**src/design/rocc_link_pkg.sv**
```systemverilog
// shared widths, command codes, packet layout and rs1 views for the rocc to manycore bridge
package rocc_link_pkg;

  //////////////////////////////////////////////////
  // widths

  // rocket side
  localparam int unsigned rocc_data_width_gp   = 32;
  localparam int unsigned rocc_addr_width_gp   = 32;
  localparam int unsigned rocc_reg_id_width_gp = 5;
  localparam int unsigned rocc_funct7_width_gp = 7;

  // manycore side, word address and its byte form
  localparam int unsigned mc_addr_width_gp      = 16;
  localparam int unsigned mc_byte_addr_width_gp = mc_addr_width_gp + 2;
  localparam int unsigned mc_cord_width_gp      = 4;
  localparam int unsigned mc_mask_width_gp      = rocc_data_width_gp / 8;

  // segment fills the rocket address above the manycore byte address
  localparam int unsigned seg_addr_width_gp = rocc_addr_width_gp - mc_byte_addr_width_gp;

  //////////////////////////////////////////////////
  // command and opcode encodings

  typedef enum logic [rocc_funct7_width_gp-1:0] {
    e_cmd_core_reset = 7'd0,
    e_cmd_seg_addr   = 7'd1,
    e_cmd_write      = 7'd2,
    e_cmd_read       = 7'd3
  } rocc_funct7_e;

  typedef enum logic [4:0] {
    e_mem_load  = 5'd0,
    e_mem_store = 5'd1
  } rocc_mem_cmd_e;

  typedef enum logic [1:0] {
    e_op_remote_load  = 2'd0,
    e_op_remote_store = 2'd1
  } mc_op_e;

  //////////////////////////////////////////////////
  // outgoing packet

  // msb first: op, mask, addr, data, dst x, dst y, src x, src y
  localparam int unsigned mc_packet_width_gp = $bits(mc_op_e)
                                             + mc_mask_width_gp
                                             + mc_addr_width_gp
                                             + rocc_data_width_gp
                                             + 4 * mc_cord_width_gp;

  //////////////////////////////////////////////////
  // rs1 operand

  // seg_addr reads a rocket byte address, write and read
  // read a manycore coordinate plus word address
  typedef union packed {
    struct packed {
      logic [seg_addr_width_gp-1:0]     seg;
      logic [mc_byte_addr_width_gp-1:0] byte_off;
    } rocket;
    struct packed {
      logic [rocc_data_width_gp-2*mc_cord_width_gp-mc_addr_width_gp-1:0] unused;
      logic [mc_cord_width_gp-1:0] y_cord;
      logic [mc_cord_width_gp-1:0] x_cord;
      logic [mc_addr_width_gp-1:0] word_addr;
    } mc;
  } rocc_rs1_u;

endpackage

```
**src/design/rocc_cmd_ctrl.sv**
```systemverilog
// decodes rocc core commands into manycore reset, segment loads and remote packets
module rocc_cmd_ctrl (
  input  logic                                         rocket_clk_i,
  input  logic                                         rocket_reset_i,
  input  logic [rocc_link_pkg::mc_cord_width_gp-1:0]   my_x_i,
  input  logic [rocc_link_pkg::mc_cord_width_gp-1:0]   my_y_i,

  // core command
  input  logic                                         core_cmd_valid_i,
  input  logic [rocc_link_pkg::rocc_funct7_width_gp-1:0] core_cmd_funct7_i,
  input  logic [rocc_link_pkg::rocc_reg_id_width_gp-1:0] core_cmd_rd_i,
  input  rocc_link_pkg::rocc_rs1_u                     core_cmd_rs1_i,
  input  logic [rocc_link_pkg::rocc_data_width_gp-1:0] core_cmd_rs2_i,
  output logic                                         core_cmd_ready_o,

  // core response
  output logic                                         core_resp_valid_o,
  output logic [rocc_link_pkg::rocc_reg_id_width_gp-1:0] core_resp_rd_o,
  output logic [rocc_link_pkg::rocc_data_width_gp-1:0] core_resp_data_o,

  // outgoing packet
  output logic                                         mc_out_v_o,
  output logic [rocc_link_pkg::mc_packet_width_gp-1:0] mc_out_packet_o,
  input  logic                                         mc_out_ready_i,

  // read return
  input  logic                                         mc_returned_v_i,
  input  logic [rocc_link_pkg::rocc_data_width_gp-1:0] mc_returned_data_i,

  output logic [rocc_link_pkg::seg_addr_width_gp-1:0]  seg_addr_o,
  output logic                                         read_busy_o,
  output logic                                         reset_manycore_r_o
);

  import rocc_link_pkg::*;

  logic is_core_reset;
  logic is_seg_addr;
  logic is_write;
  logic is_read;
  logic is_mc_cmd;
  logic cmd_fire;
  logic read_take;

  logic                            reset_manycore_r;
  logic [seg_addr_width_gp-1:0]    seg_addr_r;
  logic [rocc_reg_id_width_gp-1:0] wb_rd_r;
  logic                            read_in_flight_r;

  mc_op_e                          pkt_op;
  logic [rocc_data_width_gp-1:0]   pkt_data;

  //////////////////////////////////////////////////
  // decode and accept

  assign is_core_reset = core_cmd_funct7_i == e_cmd_core_reset;
  assign is_seg_addr   = core_cmd_funct7_i == e_cmd_seg_addr;
  assign is_write      = core_cmd_funct7_i == e_cmd_write;
  assign is_read       = core_cmd_funct7_i == e_cmd_read;
  assign is_mc_cmd     = is_write | is_read;

  // only manycore accesses wait on the outgoing link
  assign core_cmd_ready_o = ~read_in_flight_r & (~is_mc_cmd | mc_out_ready_i);
  assign cmd_fire         = core_cmd_valid_i & core_cmd_ready_o;

  //////////////////////////////////////////////////
  // manycore reset pulse and segment register

  always_ff @(posedge rocket_clk_i) begin
    if (rocket_reset_i) begin
      reset_manycore_r <= 1'b0;
    end else begin
      reset_manycore_r <= cmd_fire & is_core_reset;
    end
  end

  always_ff @(posedge rocket_clk_i) begin
    if (rocket_reset_i) begin
      seg_addr_r <= '0;
    end else if (cmd_fire && is_seg_addr) begin
      seg_addr_r <= core_cmd_rs1_i.rocket.seg;
    end
  end

  //////////////////////////////////////////////////
  // read tracking

  // a read counts as issued once the link takes its packet
  assign read_take = mc_out_v_o & mc_out_ready_i & is_read;

  always_ff @(posedge rocket_clk_i) begin
    if (read_take) begin
      wb_rd_r <= core_cmd_rd_i;
    end
  end

  always_ff @(posedge rocket_clk_i) begin
    if (rocket_reset_i) begin
      read_in_flight_r <= 1'b0;
    end else if (mc_returned_v_i) begin
      read_in_flight_r <= 1'b0;
    end else if (read_take) begin
      read_in_flight_r <= 1'b1;
    end
  end

  // core is always ready, so the write back is not held
  assign core_resp_valid_o = mc_returned_v_i;
  assign core_resp_rd_o    = wb_rd_r;
  assign core_resp_data_o  = mc_returned_data_i;

  //////////////////////////////////////////////////
  // packet encoding

  assign pkt_op   = is_write ? e_op_remote_store : e_op_remote_load;
  assign pkt_data = is_write ? core_cmd_rs2_i : '0;

  assign mc_out_v_o = core_cmd_valid_i & is_mc_cmd & ~read_in_flight_r;

  // word access only, mask is all ones
  assign mc_out_packet_o = {pkt_op,
                            {mc_mask_width_gp{1'b1}},
                            core_cmd_rs1_i.mc.word_addr,
                            pkt_data,
                            core_cmd_rs1_i.mc.x_cord,
                            core_cmd_rs1_i.mc.y_cord,
                            my_x_i,
                            my_y_i};

  assign seg_addr_o         = seg_addr_r;
  assign read_busy_o        = read_in_flight_r;
  assign reset_manycore_r_o = reset_manycore_r;

endmodule

```
**src/design/rocc_mem_bridge.sv**
```systemverilog
// turns incoming manycore requests into rocket memory requests with one request outstanding
module rocc_mem_bridge (
  input  logic                                         rocket_clk_i,
  input  logic                                         rocket_reset_i,
  input  logic [rocc_link_pkg::seg_addr_width_gp-1:0]  seg_addr_i,

  // incoming manycore request
  input  logic                                         mc_in_v_i,
  input  logic [rocc_link_pkg::mc_addr_width_gp-1:0]   mc_in_addr_i,
  input  logic [rocc_link_pkg::rocc_data_width_gp-1:0] mc_in_data_i,
  input  logic [rocc_link_pkg::mc_mask_width_gp-1:0]   mc_in_mask_i,
  input  logic                                         mc_in_we_i,
  output logic                                         mc_in_yumi_o,

  // load result back to the manycore
  output logic                                         mc_returning_v_o,
  output logic [rocc_link_pkg::rocc_data_width_gp-1:0] mc_returning_data_o,

  // rocket memory request
  output logic                                         mem_req_valid_o,
  output logic [rocc_link_pkg::rocc_addr_width_gp-1:0] mem_req_addr_o,
  output rocc_link_pkg::rocc_mem_cmd_e                 mem_req_cmd_o,
  output logic [rocc_link_pkg::rocc_data_width_gp-1:0] mem_req_data_o,
  input  logic                                         mem_req_ready_i,

  // rocket memory response
  input  logic                                         mem_resp_valid_i,
  input  rocc_link_pkg::rocc_mem_cmd_e                 mem_resp_cmd_i,
  input  logic [rocc_link_pkg::rocc_data_width_gp-1:0] mem_resp_data_i,

  output logic                                         credit_busy_o
);

  import rocc_link_pkg::*;

  logic credit_taken_r;
  logic mem_req_fire;

  //////////////////////////////////////////////////
  // single request credit

  // responses may come back out of order, so only one goes out
  assign mem_req_valid_o = mc_in_v_i & ~credit_taken_r;
  assign mem_req_fire    = mem_req_valid_o & mem_req_ready_i;
  assign mc_in_yumi_o    = mem_req_fire;

  always_ff @(posedge rocket_clk_i) begin
    if (rocket_reset_i) begin
      credit_taken_r <= 1'b0;
    end else if (mem_resp_valid_i) begin
      credit_taken_r <= 1'b0;
    end else if (mem_req_fire) begin
      credit_taken_r <= 1'b1;
    end
  end

  assign credit_busy_o = credit_taken_r;

  //////////////////////////////////////////////////
  // request fields

  // segment on top, then the word address in bytes
  assign mem_req_addr_o = {seg_addr_i, mc_in_addr_i, 2'b00};
  assign mem_req_cmd_o  = mc_in_we_i ? e_mem_store : e_mem_load;

  // rocket port is word wide, disabled byte lanes go out as zero
  always_comb begin
    for (int i = 0; i < mc_mask_width_gp; i++) begin
      mem_req_data_o[8*i +: 8] = mc_in_mask_i[i] ? mc_in_data_i[8*i +: 8] : 8'h00;
    end
  end

  //////////////////////////////////////////////////
  // load results

  assign mc_returning_v_o    = mem_resp_valid_i & (mem_resp_cmd_i == e_mem_load);
  assign mc_returning_data_o = mem_resp_data_i;

endmodule

```
**src/design/rocc_link_top.sv**
```systemverilog
// top level of the rocc to manycore bridge, connects command control and memory bridge
module rocc_link_top (
  input  logic                                         rocket_clk_i,
  input  logic                                         rocket_reset_i,
  input  logic [rocc_link_pkg::mc_cord_width_gp-1:0]   my_x_i,
  input  logic [rocc_link_pkg::mc_cord_width_gp-1:0]   my_y_i,

  // core command
  input  logic                                         core_cmd_valid_i,
  input  logic [rocc_link_pkg::rocc_funct7_width_gp-1:0] core_cmd_funct7_i,
  input  logic [rocc_link_pkg::rocc_reg_id_width_gp-1:0] core_cmd_rd_i,
  input  logic [rocc_link_pkg::rocc_data_width_gp-1:0] core_cmd_rs1_i,
  input  logic [rocc_link_pkg::rocc_data_width_gp-1:0] core_cmd_rs2_i,
  output logic                                         core_cmd_ready_o,

  // core response
  output logic                                         core_resp_valid_o,
  output logic [rocc_link_pkg::rocc_reg_id_width_gp-1:0] core_resp_rd_o,
  output logic [rocc_link_pkg::rocc_data_width_gp-1:0] core_resp_data_o,

  // outgoing packet
  output logic                                         mc_out_v_o,
  output logic [rocc_link_pkg::mc_packet_width_gp-1:0] mc_out_packet_o,
  input  logic                                         mc_out_ready_i,

  // read return
  input  logic                                         mc_returned_v_i,
  input  logic [rocc_link_pkg::rocc_data_width_gp-1:0] mc_returned_data_i,

  // incoming manycore request
  input  logic                                         mc_in_v_i,
  input  logic [rocc_link_pkg::mc_addr_width_gp-1:0]   mc_in_addr_i,
  input  logic [rocc_link_pkg::rocc_data_width_gp-1:0] mc_in_data_i,
  input  logic [rocc_link_pkg::mc_mask_width_gp-1:0]   mc_in_mask_i,
  input  logic                                         mc_in_we_i,
  output logic                                         mc_in_yumi_o,

  // load result to the manycore
  output logic                                         mc_returning_v_o,
  output logic [rocc_link_pkg::rocc_data_width_gp-1:0] mc_returning_data_o,

  // rocket memory request
  output logic                                         mem_req_valid_o,
  output logic [rocc_link_pkg::rocc_addr_width_gp-1:0] mem_req_addr_o,
  output rocc_link_pkg::rocc_mem_cmd_e                 mem_req_cmd_o,
  output logic [rocc_link_pkg::rocc_data_width_gp-1:0] mem_req_data_o,
  input  logic                                         mem_req_ready_i,

  // rocket memory response
  input  logic                                         mem_resp_valid_i,
  input  rocc_link_pkg::rocc_mem_cmd_e                 mem_resp_cmd_i,
  input  logic [rocc_link_pkg::rocc_data_width_gp-1:0] mem_resp_data_i,

  // status
  output logic                                         reset_manycore_r_o,
  output logic                                         acc_busy_o
);

  import rocc_link_pkg::*;

  logic [seg_addr_width_gp-1:0] seg_addr;
  logic                         read_busy;
  logic                         credit_busy;

  //////////////////////////////////////////////////
  // core command side

  rocc_cmd_ctrl i_cmd_ctrl (
    .rocket_clk_i       (rocket_clk_i),
    .rocket_reset_i     (rocket_reset_i),
    .my_x_i             (my_x_i),
    .my_y_i             (my_y_i),
    .core_cmd_valid_i   (core_cmd_valid_i),
    .core_cmd_funct7_i  (core_cmd_funct7_i),
    .core_cmd_rd_i      (core_cmd_rd_i),
    .core_cmd_rs1_i     (core_cmd_rs1_i),
    .core_cmd_rs2_i     (core_cmd_rs2_i),
    .core_cmd_ready_o   (core_cmd_ready_o),
    .core_resp_valid_o  (core_resp_valid_o),
    .core_resp_rd_o     (core_resp_rd_o),
    .core_resp_data_o   (core_resp_data_o),
    .mc_out_v_o         (mc_out_v_o),
    .mc_out_packet_o    (mc_out_packet_o),
    .mc_out_ready_i     (mc_out_ready_i),
    .mc_returned_v_i    (mc_returned_v_i),
    .mc_returned_data_i (mc_returned_data_i),
    .seg_addr_o         (seg_addr),
    .read_busy_o        (read_busy),
    .reset_manycore_r_o (reset_manycore_r_o)
  );

  //////////////////////////////////////////////////
  // manycore to rocket memory side

  rocc_mem_bridge i_mem_bridge (
    .rocket_clk_i        (rocket_clk_i),
    .rocket_reset_i      (rocket_reset_i),
    .seg_addr_i          (seg_addr),
    .mc_in_v_i           (mc_in_v_i),
    .mc_in_addr_i        (mc_in_addr_i),
    .mc_in_data_i        (mc_in_data_i),
    .mc_in_mask_i        (mc_in_mask_i),
    .mc_in_we_i          (mc_in_we_i),
    .mc_in_yumi_o        (mc_in_yumi_o),
    .mc_returning_v_o    (mc_returning_v_o),
    .mc_returning_data_o (mc_returning_data_o),
    .mem_req_valid_o     (mem_req_valid_o),
    .mem_req_addr_o      (mem_req_addr_o),
    .mem_req_cmd_o       (mem_req_cmd_o),
    .mem_req_data_o      (mem_req_data_o),
    .mem_req_ready_i     (mem_req_ready_i),
    .mem_resp_valid_i    (mem_resp_valid_i),
    .mem_resp_cmd_i      (mem_resp_cmd_i),
    .mem_resp_data_i     (mem_resp_data_i),
    .credit_busy_o       (credit_busy)
  );

  // busy while either direction has something outstanding
  assign acc_busy_o = read_busy | credit_busy;

endmodule

```
**config.mk**
```make
export PLATFORM = sky130hd
export DESIGN_NAME = rocc_link_top
export DESIGN_NICKNAME = d
export VERILOG_FILES = /design/src/design/rocc_link_pkg.sv /design/src/design/rocc_cmd_ctrl.sv /design/src/design/rocc_mem_bridge.sv /design/src/design/rocc_link_top.sv
export SDC_FILE = /design/constraint.sdc
export NUM_CORES = 1
export LEC_CHECK = 0
export ABC_AREA = 1
export BUFFER_PORTS_ARGS = -buffer_cell sky130_fd_sc_hd__buf_4
export CAP_MARGIN = 20
export CORE_AREA = 2 2 168 170
export CTS_CLUSTER_DIAMETER = 200
export CTS_CLUSTER_SIZE = 16
export DETAILED_ROUTE_END_ITERATION = 10
export DIE_AREA = 0 0 170 172
export SETUP_SLACK_MARGIN = 0.05
export SYNTH_ARGS = -nofsm -noshare
export SYNTH_HDL_FRONTEND = slang
export SYNTH_HIERARCHICAL = 1
export SYNTH_SLANG_ARGS = --single-unit
```
**constraint.sdc**
```tcl
create_clock -name rocket_clk_i -period 3.4 [get_ports rocket_clk_i]
set_clock_uncertainty 0.05 [all_clocks]
set_input_delay 0 -clock rocket_clk_i [delete_from_list [all_inputs] [get_ports rocket_clk_i]]
set_output_delay 0 -clock rocket_clk_i [all_outputs]
set_load 0.1 [all_outputs]
```
==> summary.txt <==
STA
  – Fin. max-slew vios: 0
  – RSZ-0062 raised after global routing: false
  – Crit path time final: 2.101 ns
  – Tcrit/Tclk final: 61.80%
  – Final setup viols: 0
  – Relative slew slack: 24.04%
  – Final hold vios: 0
  – Final TNS setup: 0 ns
  – Worst Tran Pin Value: 1.136 ns
  – Fmax: 475.9 MHz

Final layout
  – Finished Layout Cells: 982
  – Final Util: 18.08%
  – Nets: 850
  – Commonest cells after routing, fill and taps aside: buf_4, dlygate4sd3_1, inv_1
  – Synth-to-Final Area Change: 77.31%
  – Commonest non-fill, non-tap cell in the layout: buf_4
  – Layout cells sized above 1: 37.01%

Clock tree
  – Root Buffer: clkbuf_16
  – Post-CTS Setup Inserts: 0
  – H-tree Lvls: 1
  – Post-CTS Hold Buffers: 118
  – Later-pin clock latency in the skew report: 0.26 ns
  – Clk sinks: 22
  – CTS Buf Count: 3
  – Post-CTS resize count: 0
  – CTS tree: yes
  – CTS max path bufs: 2
  – Clk slew on worst S/H paths: 0.07 ns

Synth
  – Mapped Avg Cell Area: 6.184 µm²
  – Seq/Total Area, Yosys: 17.51%
  – Mapped Area: 2801 µm²
  – Yosys Warn Count: 6
  – Yosys reg bits: 22
  – Area contributors post-synth: buf_4, inv_1, dfxtp_1, nand2_1, nor2_1
  – Share of the synthesized area in the top cell type: 37.78%
  – Most area-hungry cell type in the Yosys netlist: buf_4
  – Distinct cell type count after synthesis: 23
  – Syn Inst Count: 453

Floorplanning
  – Die ar.: 29240 µm²
  – Rows: 61
  – Die Y: 172 µm
  – Initial core utilization: 10.20%
  – Floorplan core area: 27480 µm²
  – IO Count: 430
  – Die width: 170 µm

Placement
  – Buffers on Ports: 204
  – Routability cong.: 0.8298
  – Placed cell count: 859
  – DP HPWL: 10.67 mm

Global route
  – First-pass GRT wire length: 17.22 mm
  – Vias in the first global route: 2876
  – Total GRT Usage: 7.822%
  – Initial antenna violation count: 2
  – Pin count of the biggest net entering global routing: 35
  – Gr ovfl total: 0

Flow run
  – Max cap viols: 0

Critical path
  – Arr. time, crit path: 2.26 ns
  – Crit path launch type: flop
  – Ordered cell list for the critical path: nor2_2 > nand4_1 > inv_2 > nor2_1 > nor3_1 > dlygate4sd3_1
  – Crit path largest cell delay: 0.56 ns
  – CP Buf/Inv Count: 2
  – Crit-path leading delay family: simple AND/OR/NAND/NOR gates
  – Crit path kind: flop to flop
  – Critical-path top delay cell: dlygate4sd3_1
  – CP Capture Type: flop
  – Critical Path Fanout Max: 17
  – Worst Path Required: 3.56 ns

Route
  – Antenna Nets Post-Route: 0
  – Via-to-Cell Ratio: 3.070
  – Drt pass-1 iters: 4
  – Initial DRC Count: 182
  – DRC Markers: 0
  – Total Routed Length: 13.33 mm
  – Drt wl/cell: 13.57 µm
  – Vias: 3015

Pwr
  – VDD IR max: 0.0002375 V
  – Leak: 2.805 nW
  – Total power: 1.711 mW
  – Pwr/cell area: 344.4 nW/µm²

Run status
  – Status: complete, no violations

Min path
  – Hold Path Class: primary input to flop
==> sequential cells by signal (all words and copies together) (netlist names) <==
register and flops:
i_cmd_ctrl/seg_addr_o 14, i_cmd_ctrl/core_resp_rd_o 5, i_cmd_ctrl/read_busy_o 1, i_mem_bridge/credit_busy_o 1, i_cmd_ctrl/reset_manycore_r_o 1
==> layer usage <==
layer  track usage, %  routed length (µm)
met1            9.347                4944
met2            14.53                7074
met3            1.740                1179
met4            1.226                 129
met5                0                   0
==> synthesized netlist by cell type, drive strengths merged <==
cell / count
a21oi: 2
buf: 147
clkbuf: 5
clkinv: 1
conb: 3
dfxtp: 17
edfxtp: 5
inv: 119
nand2: 74
nand3: 1
nand4: 15
nor2: 59
nor3: 2
nor3b: 1
or2: 2
==> worst min-delay path: stages <==
cell and delay [ns]:
buf_4 0.10, nor2_2 0.05, nand2_4 0.07, nor3_1 0.05
==> layout make-up <==
type | instances | area [µm²]
diodes | 1 | 2.502
multi-input cells | 167 | 773.2
inverters | 120 | 450.4
clock buffers | 3 | 75.07
fillers | 3095 | 22510
repair buffers | 322 | 2713
clock inverters | 1 | 30.03
well taps | 346 | 432.9
flip-flops and latches | 22 | 490.5
==> path summary, 6_finish.rpt <==
| path | startpoint | end | slack (ns) | cells after the start |
|---|---|---|---|---|
| hold reg to reg | i_cmd_ctrl/seg_addr_o[13]$_SDFFE_PP0P_ | i_cmd_ctrl/seg_addr_o[13]$_SDFFE_PP0P_ | 0.47 | 4 |
| hold / removal | core_cmd_funct7_i[1] | i_cmd_ctrl/reset_manycore_r_o$_SDFF_PP0_ | 0.006 | 4 |
| setup reg to reg | i_cmd_ctrl/read_busy_o$_SDFFE_PP0P_ | i_cmd_ctrl/read_busy_o$_SDFFE_PP0P_ | 1.30 | 6 |
| setup / recovery | i_cmd_ctrl/read_busy_o$_SDFFE_PP0P_ | i_cmd_ctrl/read_busy_o$_SDFFE_PP0P_ | 1.30 | 6 |
==> stage by stage <==
stage	hold WS (ns)	area, µm²	setup slack [ns]
2_1_floorplan	0.02679	2831	0.8200
3_3_place_gp	-0.04932	3679	1.820
3_5_place_dp	-0.04932	3679	1.760
4_1_cts	0.00008196	4965	1.284
5_1_grt	0.02166	4967	1.133
6_report	0.006152	4967	1.299
==> cell families after synthesis <==
group	share of synthesized area [%]
and+or+nand+nor	25.77
DFF	17.51
other	0.4019
buffers and inverters	55.96
AOI/OAI and AO/OA	0.3573
==> report_power, final <==
group	total, mW	internal, mW	leakage, nW	switching [mW]
Sequential	0.269	0.268	0.182	0.000911
Clock	0.341	0.234	0.0511	0.107
Combinational	1.10	0.221	2.57	0.880
No activity file was read; power rests on OpenSTA's default activity.
